--- src/design/stbuf_pkg.sv ---
package stbuf_pkg;

  // ------------------------------
  // Widths
  // ------------------------------
  localparam int LINE_ADDR_W = 26;
  localparam int ST_BYTES    = 8;

  typedef logic [LINE_ADDR_W-1:0] line_addr_t;
  typedef logic [ST_BYTES*8-1:0]  st_data_t;
  typedef logic [ST_BYTES-1:0]    st_strb_t;

  // ------------------------------
  // Store and entry records
  // ------------------------------

  // One committed store, also the shape of an L1D write
  typedef struct packed {
    line_addr_t line;
    st_data_t   data;
    st_strb_t   strb;
  } st_req_t;

  // Register content of one entry
  typedef struct packed {
    logic       valid;
    line_addr_t line;
    st_data_t   data;
    st_strb_t   strb;
  } st_entry_t;

  // Entry life cycle
  typedef enum logic [2:0] {
    IDLE,
    RD_L1D,       // Tag read pending
    RD_RESP,      // Hit or miss comes back here
    REFILL_REQ,
    WAIT_REFILL,  // Waiting for refill done broadcast
    WR_L1D,
    FINISH
  } st_state_t;

endpackage

--- src/design/stbuf_alloc.sv ---
module stbuf_alloc #(
  parameter int NUM_ENTRIES = 4
) (
  input  logic                  i_st_valid,
  input  stbuf_pkg::st_req_t    i_st,
  input  stbuf_pkg::st_entry_t  i_entries [NUM_ENTRIES],
  input  logic [NUM_ENTRIES-1:0] i_ready_to_merge,

  output logic [NUM_ENTRIES-1:0] o_load,
  output logic [NUM_ENTRIES-1:0] o_merge,
  output stbuf_pkg::st_req_t    o_st_entry,
  output logic                  o_st_stall
);

  logic [NUM_ENTRIES-1:0] w_same_line;
  logic [NUM_ENTRIES-1:0] w_merge_hit;
  logic [NUM_ENTRIES-1:0] w_free;
  logic [NUM_ENTRIES-1:0] w_free_oh;
  logic                   w_blocked;
  logic                   w_any_merge;

  // ------------------------------
  // Line compare against entries
  // ------------------------------
  always_comb begin
    for (int e = 0; e < NUM_ENTRIES; e++) begin
      w_same_line[e] = i_entries[e].valid & (i_entries[e].line == i_st.line);
      w_free[e]      = ~i_entries[e].valid;
    end
  end

  assign w_merge_hit = w_same_line & i_ready_to_merge;
  assign w_any_merge = |w_merge_hit;

  // Lowest free entry isolated from the free vector
  assign w_free_oh = w_free & (~w_free + 1'b1);

  // Same line already past the merge window
  assign w_blocked = |(w_same_line & ~i_ready_to_merge);

  // Stall only looks at the offered store, not its valid
  assign o_st_stall = w_blocked | (~w_any_merge & ~|w_free);

  assign o_merge = (i_st_valid & ~w_blocked) ? w_merge_hit : '0;
  assign o_load  = (i_st_valid & ~o_st_stall & ~w_any_merge) ? w_free_oh : '0;

  assign o_st_entry = i_st;

  // A store goes to exactly one place
  always_comb begin
    assert (!((|o_load) && (|o_merge)) && $onehot0(o_load) && $onehot0(o_merge))
      else $error("stbuf_alloc: load %b merge %b not exclusive", o_load, o_merge);
  end

endmodule

--- src/design/stbuf_entry.sv ---
module stbuf_entry #(
  parameter int LSU_PORTS = 2
) (
  input  logic                  i_clk,
  input  logic                  i_reset_n,

  input  logic                  i_load,
  input  logic                  i_merge,
  input  stbuf_pkg::st_req_t    i_st,

  input  logic                  i_rd_accepted,
  input  logic                  i_rd_resp_vld,
  input  logic                  i_rd_hit,
  input  logic                  i_refill_accepted,
  input  logic                  i_refill_done,
  input  stbuf_pkg::line_addr_t i_refill_line,
  input  logic                  i_wr_accepted,

  input  logic [LSU_PORTS-1:0]  i_fwd_valid,
  input  stbuf_pkg::line_addr_t i_fwd_line [LSU_PORTS],

  output stbuf_pkg::st_entry_t  o_entry,
  output logic                  o_ready_to_merge,
  output logic                  o_rd_req,
  output logic                  o_refill_req,
  output logic                  o_wr_req,
  output logic [LSU_PORTS-1:0]  o_fwd_hit
);

  stbuf_pkg::st_state_t r_state;
  stbuf_pkg::st_state_t w_state_next;
  logic                 r_valid;
  stbuf_pkg::st_req_t   r_body;
  stbuf_pkg::st_req_t   w_merged;
  logic                 w_take_load;

  assign w_take_load = i_load & (r_state == stbuf_pkg::IDLE);

  // ------------------------------
  // Byte merge
  // ------------------------------
  always_comb begin
    w_merged = r_body;
    for (int b = 0; b < stbuf_pkg::ST_BYTES; b++) begin
      if (i_st.strb[b]) begin
        w_merged.data[b*8 +: 8] = i_st.data[b*8 +: 8];  // Newer byte wins
      end
    end
    w_merged.strb = r_body.strb | i_st.strb;
  end

  always_ff @(posedge i_clk) begin
    if (w_take_load) begin
      r_body <= i_st;
    end else if (i_merge) begin
      r_body <= w_merged;
    end
  end

  // ------------------------------
  // State machine
  // ------------------------------
  always_comb begin
    w_state_next = r_state;
    case (r_state)
      stbuf_pkg::IDLE: begin
        if (i_load) w_state_next = stbuf_pkg::RD_L1D;
      end
      stbuf_pkg::RD_L1D: begin
        if (i_rd_accepted) w_state_next = stbuf_pkg::RD_RESP;
      end
      stbuf_pkg::RD_RESP: begin
        if (i_rd_resp_vld) begin
          w_state_next = i_rd_hit ? stbuf_pkg::WR_L1D : stbuf_pkg::REFILL_REQ;
        end
      end
      stbuf_pkg::REFILL_REQ: begin
        if (i_refill_accepted) w_state_next = stbuf_pkg::WAIT_REFILL;
      end
      stbuf_pkg::WAIT_REFILL: begin
        // Replay the tag read once our line is in
        if (i_refill_done && (i_refill_line == r_body.line)) begin
          w_state_next = stbuf_pkg::RD_L1D;
        end
      end
      stbuf_pkg::WR_L1D: begin
        if (i_wr_accepted) w_state_next = stbuf_pkg::FINISH;
      end
      stbuf_pkg::FINISH: w_state_next = stbuf_pkg::IDLE;
      default:           w_state_next = stbuf_pkg::IDLE;
    endcase
  end

  always_ff @(posedge i_clk or negedge i_reset_n) begin
    if (!i_reset_n) begin
      r_state <= stbuf_pkg::IDLE;
      r_valid <= 1'b0;
    end else begin
      r_state <= w_state_next;
      if (w_take_load) begin
        r_valid <= 1'b1;
      end else if (r_state == stbuf_pkg::FINISH) begin
        r_valid <= 1'b0;  // Free again from next cycle
      end
    end
  end

  // ------------------------------
  // Outputs
  // ------------------------------
  always_comb begin
    o_entry.valid = r_valid;
    o_entry.line  = r_body.line;
    o_entry.data  = r_body.data;
    o_entry.strb  = r_body.strb;
  end

  assign o_ready_to_merge = r_valid & ((r_state == stbuf_pkg::RD_L1D) |
                                       (r_state == stbuf_pkg::RD_RESP) |
                                       (r_state == stbuf_pkg::REFILL_REQ) |
                                       (r_state == stbuf_pkg::WAIT_REFILL));

  assign o_rd_req     = r_valid & (r_state == stbuf_pkg::RD_L1D);
  assign o_refill_req = r_valid & (r_state == stbuf_pkg::REFILL_REQ);
  assign o_wr_req     = r_valid & (r_state == stbuf_pkg::WR_L1D);

  // Bytes are already in the L1D during FINISH
  for (genvar p = 0; p < LSU_PORTS; p++) begin : g_fwd
    assign o_fwd_hit[p] = r_valid & (r_state != stbuf_pkg::FINISH) & i_fwd_valid[p] &
                          (r_body.line == i_fwd_line[p]);
  end

  // Allocator must respect the merge window and free status
  a_merge_in_window: assert property (@(posedge i_clk) disable iff (!i_reset_n)
    i_merge |-> o_ready_to_merge);
  a_load_when_free: assert property (@(posedge i_clk) disable iff (!i_reset_n)
    i_load |-> !r_valid);

endmodule

--- src/design/stbuf_l1d_arb.sv ---
module stbuf_l1d_arb #(
  parameter int NUM_ENTRIES = 4
) (
  input  logic                   i_clk,
  input  logic                   i_reset_n,

  input  stbuf_pkg::st_entry_t   i_entries [NUM_ENTRIES],
  input  logic [NUM_ENTRIES-1:0] i_rd_req,
  input  logic [NUM_ENTRIES-1:0] i_refill_req,
  input  logic [NUM_ENTRIES-1:0] i_wr_req,

  input  logic                   i_l1d_rd_accepted,
  input  logic                   i_l1d_rd_hit,
  input  logic                   i_refill_accepted,
  input  logic                   i_l1d_wr_accepted,

  output logic [NUM_ENTRIES-1:0] o_rd_accepted,
  output logic [NUM_ENTRIES-1:0] o_rd_resp_vld,
  output logic                   o_rd_hit,
  output logic [NUM_ENTRIES-1:0] o_refill_accepted,
  output logic [NUM_ENTRIES-1:0] o_wr_accepted,

  output logic                   o_l1d_rd_req,
  output stbuf_pkg::line_addr_t  o_l1d_rd_line,
  output logic                   o_refill_req,
  output stbuf_pkg::line_addr_t  o_refill_line,
  output logic                   o_l1d_wr_req,
  output stbuf_pkg::st_req_t     o_l1d_wr
);

  localparam int IDX_W   = (NUM_ENTRIES > 1) ? $clog2(NUM_ENTRIES) : 1;
  localparam int N_PORTS = 3;  // Read, refill, write

  logic [NUM_ENTRIES-1:0] w_req  [N_PORTS];
  logic [NUM_ENTRIES-1:0] w_gnt  [N_PORTS];
  logic [NUM_ENTRIES-1:0] r_lock [N_PORTS];
  logic [IDX_W-1:0]       r_ptr  [N_PORTS];
  logic [N_PORTS-1:0]     w_port_acc;
  logic [NUM_ENTRIES-1:0] r_rd_acc_oh;

  // First requester at or after the pointer
  function automatic logic [NUM_ENTRIES-1:0] rr_pick(input logic [NUM_ENTRIES-1:0] req,
                                                     input logic [IDX_W-1:0] ptr);
    logic [NUM_ENTRIES-1:0] gnt;
    int                     idx;
    gnt = '0;
    for (int k = NUM_ENTRIES - 1; k >= 0; k--) begin
      idx = (int'(ptr) + k) % NUM_ENTRIES;
      if (req[idx]) begin
        gnt      = '0;
        gnt[idx] = 1'b1;
      end
    end
    return gnt;
  endfunction

  function automatic logic [IDX_W-1:0] next_ptr(input logic [NUM_ENTRIES-1:0] oh);
    int idx;
    idx = 0;
    for (int k = 0; k < NUM_ENTRIES; k++) begin
      if (oh[k]) idx = k;
    end
    return IDX_W'((idx + 1) % NUM_ENTRIES);
  endfunction

  assign w_req[0] = i_rd_req;
  assign w_req[1] = i_refill_req;
  assign w_req[2] = i_wr_req;
  assign w_port_acc = {i_l1d_wr_accepted, i_refill_accepted, i_l1d_rd_accepted};

  // ------------------------------
  // Grant with hold until accept
  // ------------------------------
  always_comb begin
    for (int p = 0; p < N_PORTS; p++) begin
      w_gnt[p] = (|(r_lock[p] & w_req[p])) ? r_lock[p] : rr_pick(w_req[p], r_ptr[p]);
    end
  end

  always_ff @(posedge i_clk or negedge i_reset_n) begin
    if (!i_reset_n) begin
      for (int p = 0; p < N_PORTS; p++) begin
        r_lock[p] <= '0;
        r_ptr[p]  <= '0;
      end
      r_rd_acc_oh <= '0;
    end else begin
      for (int p = 0; p < N_PORTS; p++) begin
        if (w_port_acc[p] && (|w_gnt[p])) begin
          r_lock[p] <= '0;
          r_ptr[p]  <= next_ptr(w_gnt[p]);  // Move past the winner
        end else begin
          r_lock[p] <= w_gnt[p];
        end
      end
      r_rd_acc_oh <= o_rd_accepted;  // Response comes one cycle later
    end
  end

  // ------------------------------
  // Ports and response routing
  // ------------------------------
  assign o_rd_accepted     = w_port_acc[0] ? w_gnt[0] : '0;
  assign o_refill_accepted = w_port_acc[1] ? w_gnt[1] : '0;
  assign o_wr_accepted     = w_port_acc[2] ? w_gnt[2] : '0;
  assign o_rd_resp_vld     = r_rd_acc_oh;
  assign o_rd_hit          = i_l1d_rd_hit & (|r_rd_acc_oh);

  assign o_l1d_rd_req = |w_gnt[0];
  assign o_refill_req = |w_gnt[1];
  assign o_l1d_wr_req = |w_gnt[2];

  always_comb begin
    o_l1d_rd_line = '0;
    o_refill_line = '0;
    o_l1d_wr      = '0;
    for (int e = 0; e < NUM_ENTRIES; e++) begin
      if (w_gnt[0][e]) o_l1d_rd_line = i_entries[e].line;
      if (w_gnt[1][e]) o_refill_line = i_entries[e].line;
      if (w_gnt[2][e]) begin
        o_l1d_wr.line = i_entries[e].line;
        o_l1d_wr.data = i_entries[e].data;
        o_l1d_wr.strb = i_entries[e].strb;
      end
    end
  end

  a_acc_onehot: assert property (@(posedge i_clk) disable iff (!i_reset_n)
    $onehot0(o_rd_accepted) && $onehot0(o_refill_accepted) && $onehot0(o_wr_accepted));
  // Write payload cannot change while it waits, since merging is closed in WR_L1D
  a_wr_stable: assert property (@(posedge i_clk) disable iff (!i_reset_n)
    o_l1d_wr_req && !i_l1d_wr_accepted |=> o_l1d_wr_req && $stable(o_l1d_wr));

endmodule

--- src/design/stbuf_top.sv ---
module stbuf_top #(
  parameter int NUM_ENTRIES = 4,
  parameter int LSU_PORTS   = 2
) (
  input  logic                  i_clk,
  input  logic                  i_reset_n,

  // Committed stores
  input  logic                  i_st_valid,
  input  stbuf_pkg::st_req_t    i_st,
  output logic                  o_st_stall,

  // Forwarding checks
  input  logic [LSU_PORTS-1:0]  i_fwd_valid,
  input  stbuf_pkg::line_addr_t i_fwd_line [LSU_PORTS],
  output logic [LSU_PORTS-1:0]  o_fwd_hit,

  // L1D tag read
  output logic                  o_l1d_rd_req,
  output stbuf_pkg::line_addr_t o_l1d_rd_line,
  input  logic                  i_l1d_rd_accepted,
  input  logic                  i_l1d_rd_hit,

  // Refill queue
  output logic                  o_refill_req,
  output stbuf_pkg::line_addr_t o_refill_line,
  input  logic                  i_refill_accepted,
  input  logic                  i_refill_done,
  input  stbuf_pkg::line_addr_t i_refill_line,

  // L1D write
  output logic                  o_l1d_wr_req,
  output stbuf_pkg::st_req_t    o_l1d_wr,
  input  logic                  i_l1d_wr_accepted
);

  stbuf_pkg::st_entry_t   w_entries [NUM_ENTRIES];
  stbuf_pkg::st_req_t     w_st_entry;
  logic [NUM_ENTRIES-1:0] w_load, w_merge, w_ready_to_merge;
  logic [NUM_ENTRIES-1:0] w_rd_req, w_refill_req, w_wr_req;
  logic [NUM_ENTRIES-1:0] w_rd_accepted, w_rd_resp_vld, w_refill_accepted, w_wr_accepted;
  logic                   w_rd_hit;
  logic [LSU_PORTS-1:0]   w_fwd_hit [NUM_ENTRIES];

  stbuf_alloc #(.NUM_ENTRIES(NUM_ENTRIES)) u_alloc (
    .i_st_valid       (i_st_valid),
    .i_st             (i_st),
    .i_entries        (w_entries),
    .i_ready_to_merge (w_ready_to_merge),
    .o_load           (w_load),
    .o_merge          (w_merge),
    .o_st_entry       (w_st_entry),
    .o_st_stall       (o_st_stall)
  );

  for (genvar e = 0; e < NUM_ENTRIES; e++) begin : g_entry
    stbuf_entry #(.LSU_PORTS(LSU_PORTS)) u_entry (
      .i_clk             (i_clk),
      .i_reset_n         (i_reset_n),
      .i_load            (w_load[e]),
      .i_merge           (w_merge[e]),
      .i_st              (w_st_entry),
      .i_rd_accepted     (w_rd_accepted[e]),
      .i_rd_resp_vld     (w_rd_resp_vld[e]),
      .i_rd_hit          (w_rd_hit),
      .i_refill_accepted (w_refill_accepted[e]),
      .i_refill_done     (i_refill_done),
      .i_refill_line     (i_refill_line),
      .i_wr_accepted     (w_wr_accepted[e]),
      .i_fwd_valid       (i_fwd_valid),
      .i_fwd_line        (i_fwd_line),
      .o_entry           (w_entries[e]),
      .o_ready_to_merge  (w_ready_to_merge[e]),
      .o_rd_req          (w_rd_req[e]),
      .o_refill_req      (w_refill_req[e]),
      .o_wr_req          (w_wr_req[e]),
      .o_fwd_hit         (w_fwd_hit[e])
    );
  end

  stbuf_l1d_arb #(.NUM_ENTRIES(NUM_ENTRIES)) u_arb (
    .i_clk             (i_clk),
    .i_reset_n         (i_reset_n),
    .i_entries         (w_entries),
    .i_rd_req          (w_rd_req),
    .i_refill_req      (w_refill_req),
    .i_wr_req          (w_wr_req),
    .i_l1d_rd_accepted (i_l1d_rd_accepted),
    .i_l1d_rd_hit      (i_l1d_rd_hit),
    .i_refill_accepted (i_refill_accepted),
    .i_l1d_wr_accepted (i_l1d_wr_accepted),
    .o_rd_accepted     (w_rd_accepted),
    .o_rd_resp_vld     (w_rd_resp_vld),
    .o_rd_hit          (w_rd_hit),
    .o_refill_accepted (w_refill_accepted),
    .o_wr_accepted     (w_wr_accepted),
    .o_l1d_rd_req      (o_l1d_rd_req),
    .o_l1d_rd_line     (o_l1d_rd_line),
    .o_refill_req      (o_refill_req),
    .o_refill_line     (o_refill_line),
    .o_l1d_wr_req      (o_l1d_wr_req),
    .o_l1d_wr          (o_l1d_wr)
  );

  // Any entry holding the probed line
  always_comb begin
    o_fwd_hit = '0;
    for (int e = 0; e < NUM_ENTRIES; e++) begin
      o_fwd_hit = o_fwd_hit | w_fwd_hit[e];
    end
  end

endmodule

--- config.mk ---
export PLATFORM = sky130hd
export DESIGN_NAME = stbuf_top
export DESIGN_NICKNAME = d
export VERILOG_FILES = /design/src/design/stbuf_pkg.sv /design/src/design/stbuf_alloc.sv /design/src/design/stbuf_entry.sv /design/src/design/stbuf_l1d_arb.sv /design/src/design/stbuf_top.sv
export SDC_FILE = /design/constraint.sdc
export NUM_CORES = 1
export LEC_CHECK = 0
export BUFFER_PORTS_ARGS = -buffer_cell sky130_fd_sc_hd__buf_2
export CAP_MARGIN = 10
export CORE_UTILIZATION = 35
export CTS_BUF_LIST = sky130_fd_sc_hd__clkbuf_4 sky130_fd_sc_hd__clkbuf_8
export CTS_CLUSTER_SIZE = 24
export DETAILED_ROUTE_END_ITERATION = 8
export SETUP_SLACK_MARGIN = 0.05
export SKIP_CTS_REPAIR_TIMING = 1
export SYNTH_ARGS = -nofsm -noshare
export SYNTH_HDL_FRONTEND = slang
export SYNTH_SLANG_ARGS = --single-unit
--- constraint.sdc ---
create_clock -name i_clk -period 4 [get_ports i_clk]
set_clock_uncertainty 0.15 [all_clocks]
set_input_delay 0.2 -clock i_clk [delete_from_list [all_inputs] [get_ports i_clk]]
set_output_delay 0.2 -clock i_clk [all_outputs]
set_load 0.1 [all_outputs]
==> results.md, run 1 <==
* Vertical die dimension at 278 µm
* Detailed-route via count at 24300
* Cell at the slowest stage of the critical path: sky130_fd_sc_hd__mux4_2
* Total clock sinks at 430
* Clock root buffer: sky130_fd_sc_hd__clkbuf_8
* Total DRC errors in the routed layout at 0
* Final worst path period share at 1.07
* Count of TritonRoute iterations in the first routing pass at 6
* Count of state elements after synthesis at 430
* Required time of the critical path at 3.65 ns
* I/O pin total at 342
* Routability cong. at 1.04
* Minimum clock period after layout at 4.26 ns
* Pin count of the biggest net entering global routing at 64
* Highest fanout seen on the critical path at 60
* Total gr overflow at 0
* Total placed instance area at 33100 µm²
* Number of design-rule violations left by the first detailed-router iteration at 2937
* Clock tree from TritonCTS: done
* Warning count from the yosys run at 0
* First-pass GRT wire length at 164 mm
* Number of hold violations in the final report at 0
* Leading cell types in the layout, fill and taps excluded: 392 x sky130_fd_sc_hd__edfxtp_1, 273 x sky130_fd_sc_hd__xnor2_1, 226 x sky130_fd_sc_hd__nand2_1
* Number of buffers added on ports at 341
* Clock Path Buffers at 3
* Outcome: finished, violations left
* Class of the worst hold path: in -> reg
* Largest cells by area after synthesis: sky130_fd_sc_hd__edfxtp_1 44%, sky130_fd_sc_hd__xnor2_1 9.0%, sky130_fd_sc_hd__xor2_1 4.7%
* Primary flip-flop cell chosen by synthesis mapping: sky130_fd_sc_hd__edfxtp_1
* Final max-slew violation count at 0
* Element type at the critical path end: output port
* Post-route standard cell area excluding fillers at 36800 µm²
* Count of endpoints failing setup in the final report at 152
* Unrepaired setup endpoints after global routing: yes
* Worst setup slack for register-to-register paths at 0.08 ns
* Post-Route Setup TNS at -24.15 ns
* Core Rows at 100
* Slew of the pin with the lowest slew margin at 1.04 ns
* Total detailed-routing wirelength at 121 mm
* Failing checks: setup timing
* Gate count of the mapped netlist at 2670
* Fraction of synthesis flops using an asynchronous set or reset pin at 0.0884
* Die extent in x at 278 µm
* Arr. time, crit path at 3.91 ns
* Num CTS Buffers at 76
* Total of max-cap violations at 0
* Initial Utilization at 0.356
* Number of distinct library cells after synthesis at 78
* Portion of synthesized cell area occupied by the leading cell type at 0.441
* Sequential share of the synthesized area at 0.477
* Cell-by-cell trace of the critical path: and4b_1 -> mux4_2 -> or3b_1 -> a31o_4 -> a31o_4 -> buf_12 -> o21ai_0 -> a31oi_1 -> o21ai_2 -> buf_12
* Core box area at 74900 µm²
* Placed wire-length estimate after detailed placement at 83.2 mm
* Via count of the first global-routing pass at 22500
* Latest clock arrival within the worst-skew pair at 0.69 ns
* Area of the mapped netlist at 26700 µm²
* Average cell area after synthesis at 9.99 µm²
* Type of element launching the critical path: flip-flop
* Initial antenna violation count at 11
* Most common cell after layout, fill and taps aside: sky130_fd_sc_hd__edfxtp_1
* Post-detailed-route via-to-cell ratio at 5.84
* Number of enable-type register cells in the synthesized netlist at 392
* Layout cell share with drive strength beyond 1 at 0.309
* Tot GR Track Use at 0.294
* Worst setup margin at -0.260 ns
* Most area-hungry cell type in the Yosys netlist: sky130_fd_sc_hd__edfxtp_1
* Rel. slew slack at 0.303
* Peak clock frequency supported by timing at 235 MHz
* Critical Path Max Stage Delay at 0.54 ns
* H-tree lvl count at 3
* Synthesized Nets at 2880
* Clock-pin slew on the worst setup and hold paths at 0.07 ns
* Antenna Violating Nets Remaining at 0
* Kind of critical path: reg -> out
* Fin nets at 3333
* Detail-routed net length per standard cell at 29.0 µm
* Total Die Area at 77300 µm²
* Area Growth Syn to Fin at 38.0%
## final cells by class
type	count	area (µm²)
fillers	6644	38100
multi-input cells	1804	13400
flip-flops and latches	430	12700
repair buffers	684	7370
clock buffers	101	1250
well taps	969	1210
inverters	127	480
clock inverters	38	318
diodes	6	15.0
## logic make-up (layout without fill, tap and decap cells)
logic type               after synthesis  count (layout)  share of synthesized area
AND/OR/NAND/NOR                      680             680                      0.135
AO/OA/AOI/OAI                        664             665                      0.158
buffers and inverters                437             950                     0.0685
flip-flops                           430             430                      0.477
XOR/XNOR                             416             416                      0.137
adder cells (fa/ha/maj)               24              24                     0.0113
multiplexers                          19              19                     0.0133
other                                  0               6                          0
## worst max-delay path: cells and delay by family (launching register included)
family | cells | cell delay (ns)
AO/OA/AOI/OAI | 5 | 1.03
buffers and inverters | 2 | 0.42
flip-flops | 1 | 0.48
multiplexers | 1 | 0.54
AND/OR/NAND/NOR | 2 | 0.69
## metal layers
metal / vias to the layer above / share of wire / global-route usage
li1: 10500 / - / -
met1: 11900 / 0.40 / 0.397
met2: 1598 / 0.44 / 0.454
met3: 321 / 0.11 / 0.0717
met4: 10 / 0.047 / 0.114
met5: - / 0.00048 / 0
## synthesized netlist by cell type (all sizes together), types with 26 or more instances
cell,number
edfxtp,392
nand4,95
a221oi,29
nor2,73
o21ai,326
xor2,143
o31ai,32
o22ai,32
nand2,227
and2,117
nand3,26
dfrtp,38
nor4,61
clkbuf,203
buf,107
xnor2,273
a31oi,107
inv,127
a21o,32
a22oi,28
a21oi,38
## sequential cells by signal (all words and copies together), names as in the netlist
signal	count
g_entry.u_entry.o_entry	392
g_entry.u_entry.r_state	12
g_entry.u_entry.r_valid	4
u_arb.o_rd_resp_vld	4
u_arb.r_lock	12
u_arb.r_ptr	6
## through the flow
step | util | setup WS, ns | hold WS, ns | instances
after detailed placement | 0.442 | 0.217 | 0.266 | 3843
after floorplan | - | -0.295 | -0.246 | 2670
after CTS | 0.463 | -0.534 | -0.466 | 3982
final | 0.491 | -0.260 | 0.0723 | 4159
after global routing | 0.491 | -0.333 | 0.0729 | 4158
after global placement | 0.442 | 0.256 | 0.252 | 3843
## path summary, 6_finish.rpt
| kind | startpoint | endpoint | cells past startpoint |
|---|---|---|---|
| max | g_entry[3].u_entry.r_state[2]$_DFFE_PN0P_ | o_l1d_wr[78] | 10 |
| min | i_st_valid | g_entry[0].u_entry.r_valid$_DFFE_PN0P_ | 5 |
| max reg2reg | g_entry[0].u_entry.r_state[1]$_DFFE_PN0P_ | g_entry[3].u_entry.o_entry[40]$_DFFE_PP_ | 11 |
| min reg2reg | g_entry[2].u_entry.o_entry[5]$_DFFE_PP_ | g_entry[2].u_entry.o_entry[5]$_DFFE_PP_ | 1 |
| max in group asynchronous | i_reset_n | u_arb.r_ptr[1]$_DFFE_PN0P_ | 2 |
| min in group asynchronous | i_reset_n | u_arb.r_lock[7]$_DFF_PN0_ | 2 |
Power of run 1 is left out: the tool's default activity adds up to more than one toggle a clock period on the data nets, which glitch-free logic cannot reach.
==> inputs of run 2 (changes only) <==
Settings changed: CORE_MARGIN set to 3.
==> results.md, run 2 (same netlist as run 1, synthesis figures left out) <==
* Outcome: finished, violations left
* Failing checks: setup timing
* Origin of the critical flop-to-flop path: g_entry[3].u_entry.r_state[1]$_DFFE_PN0P_
* Clock tree from TritonCTS: done
* Kind of critical path: reg -> out
* Class of the worst hold path: in -> reg
* Clock-pin slew on the worst setup and hold paths at 0.06 ns
* Pin count of the biggest net entering global routing at 74
* Element type at the critical path end: output port
* Highest fanout seen on the critical path at 8
* Slew of the pin with the lowest slew margin at 1.04 ns
* Initial antenna violation count at 9
* Worst Setup EP: o_refill_line[7]
* Most common cell after layout, fill and taps aside: sky130_fd_sc_hd__edfxtp_1
* First-pass GRT wire length at 166 mm
* Worst setup slack for register-to-register paths at -0.05 ns
* Clock Path Buffers at 3
* Cell count after placement at 3845
* Placed wire-length estimate after detailed placement at 85.3 mm
* Latest clock arrival within the worst-skew pair at 0.68 ns
* Number of design-rule violations left by the first detailed-router iteration at 3310
* Leading cell types in the layout, fill and taps excluded: 392 x sky130_fd_sc_hd__edfxtp_1, 273 x sky130_fd_sc_hd__xnor2_1, 225 x sky130_fd_sc_hd__nand2_1
* Number of hold violations in the final report at 0
* Fin nets at 3407
* Final cell count without fillers at 4230
* H-tree lvl count at 3
* Total placed instance area at 33100 µm²
* Clock root buffer: sky130_fd_sc_hd__clkbuf_8
* Minimum clock period after layout at 4.32 ns
* Via count of the first global-routing pass at 22900
* Required time of the critical path at 3.65 ns
* Total of max-cap violations at 0
* Total detailed-routing wirelength at 135 mm
* Count of TritonRoute iterations in the first routing pass at 6
* Die extent in x at 282 µm
* M3 GR Usage at 0.0697
* Maximum ir drop on the vdd rail at 1130 µV
* Worst-case reg-to-reg path depth at 12
* Core box area at 74900 µm²
* Pwr per Cell Area at 991 nW/µm²
* Detail-routed net length per standard cell at 32.0 µm
* Arr. time, crit path at 3.97 ns
* Flip-flop count of the largest register after layout at 392
* End of the worst register-to-register path: g_entry[0].u_entry.o_entry[28]$_DFFE_PP_
* Total Die Area at 79600 µm²
* Met2 Track Usage GR at 0.447
* Type of element launching the critical path: flip-flop
* Unrepaired setup endpoints after global routing: yes
* Peak clock frequency supported by timing at 232 MHz
* Num CTS Buffers at 76
* Antenna Violating Nets Remaining at 0
* Post-detailed-route via-to-cell ratio at 6.05
* Core Rows at 100
* Final standard cell utilization of the core at 0.532
* Total clock sinks at 430
* Total DRC errors in the routed layout at 0
* Area Growth Syn to Fin at 49.5%
* Final max-slew violation count at 0
* Routability cong. at 1.02
* Number of fill cells in the layout at 6318
* Critical path origin: g_entry[0].u_entry.r_state[1]$_DFFE_PN0P_
* Total gr overflow at 0
* Worst setup timing slack at the placement stage at 0.267 ns
* I/O pin total at 342
* Post-Route Setup TNS at -25.23 ns
* Leakage power of the design at 14.5 nW
* Initial Utilization at 0.356
* Count of endpoints failing setup in the final report at 152
* Tot GR Track Use at 0.290
* Worst setup margin at -0.316 ns
* Final worst path period share at 1.08
* Vertical die dimension at 282 µm
* Rel. slew slack at 0.306
* Detailed-route via count at 25600
* Layout cell share with drive strength beyond 1 at 0.375
* Gr busiest metal: met2
* Post-route standard cell area excluding fillers at 39900 µm²
* Met1 routing resource usage after global routing at 0.393
* Number of buffers added on ports at 341
run 2: routing by layer:
layer,share of wire,up-vias
met5,0.00026,-
li1,-,10600
met3,0.11,403
met2,0.45,1840
met1,0.39,12700
met4,0.052,6
run 2: worst min-delay path by stage:
stage                           from                                        end  slack, ns  depth (start not counted)
final                     i_st_valid     g_entry[0].u_entry.r_valid$_DFFE_PN0P_       0.03                          5
after floorplan            i_reset_n  g_entry[0].u_entry.r_state[0]$_DFFE_PN0P_      -0.25                          0
after global placement     i_reset_n                  u_arb.r_lock[6]$_DFF_PN0_       0.24                          1
after detailed placement   i_reset_n                  u_arb.r_lock[7]$_DFF_PN0_       0.25                          1
after CTS                  i_reset_n                  u_arb.r_lock[6]$_DFF_PN0_      -0.47                          1
after global routing      i_st_valid     g_entry[0].u_entry.r_valid$_DFFE_PN0P_       0.04                          5
run 2: final cells by class:
class	instances	area, µm²	area share
Timing Repair Buffer	753	8730	0.219
Clock buffer	105	1280	0.0322
Multi-Input combinational cell	1809	15200	0.381
Tap cell	969	1210	0.0304
Inverter	127	480	0.0121
Clock inverter	31	201	0.00505
Antenna cell	6	15.0	0.000377
Sequential cell	430	12700	0.320
run 2: through the flow:
stage | power, W | hold slack [ns]
floorplan | 0.0227 | -0.246
CTS | 0.0363 | -0.470
global placement | 0.0321 | 0.237
finish | 0.0395 | 0.0252
global route | 0.0403 | 0.0385
detailed placement | 0.0322 | 0.249
run 2: report_power, final:
part,switching [W],internal (W)
Clock,0.00189,0.00221
Sequential,0.000185,0.00516
Combinational,0.0195,0.0106
run 2: worst max-delay path, cell delays in order, from the launching register on:
cell and delay, ns:
sky130_fd_sc_hd__dfrtp_2 0.46, sky130_fd_sc_hd__buf_6 0.14, sky130_fd_sc_hd__and4b_1 0.21, sky130_fd_sc_hd__mux4_2 0.55
sky130_fd_sc_hd__or3b_1 0.40, sky130_fd_sc_hd__a31oi_1 0.19, sky130_fd_sc_hd__o31a_2 0.19, sky130_fd_sc_hd__nor2b_4 0.18
sky130_fd_sc_hd__buf_12 0.15, sky130_fd_sc_hd__buf_12 0.18, sky130_fd_sc_hd__a221oi_4 0.09, sky130_fd_sc_hd__o31ai_4 0.31
sky130_fd_sc_hd__buf_12 0.22
Power figures use the tool's default switching activity.
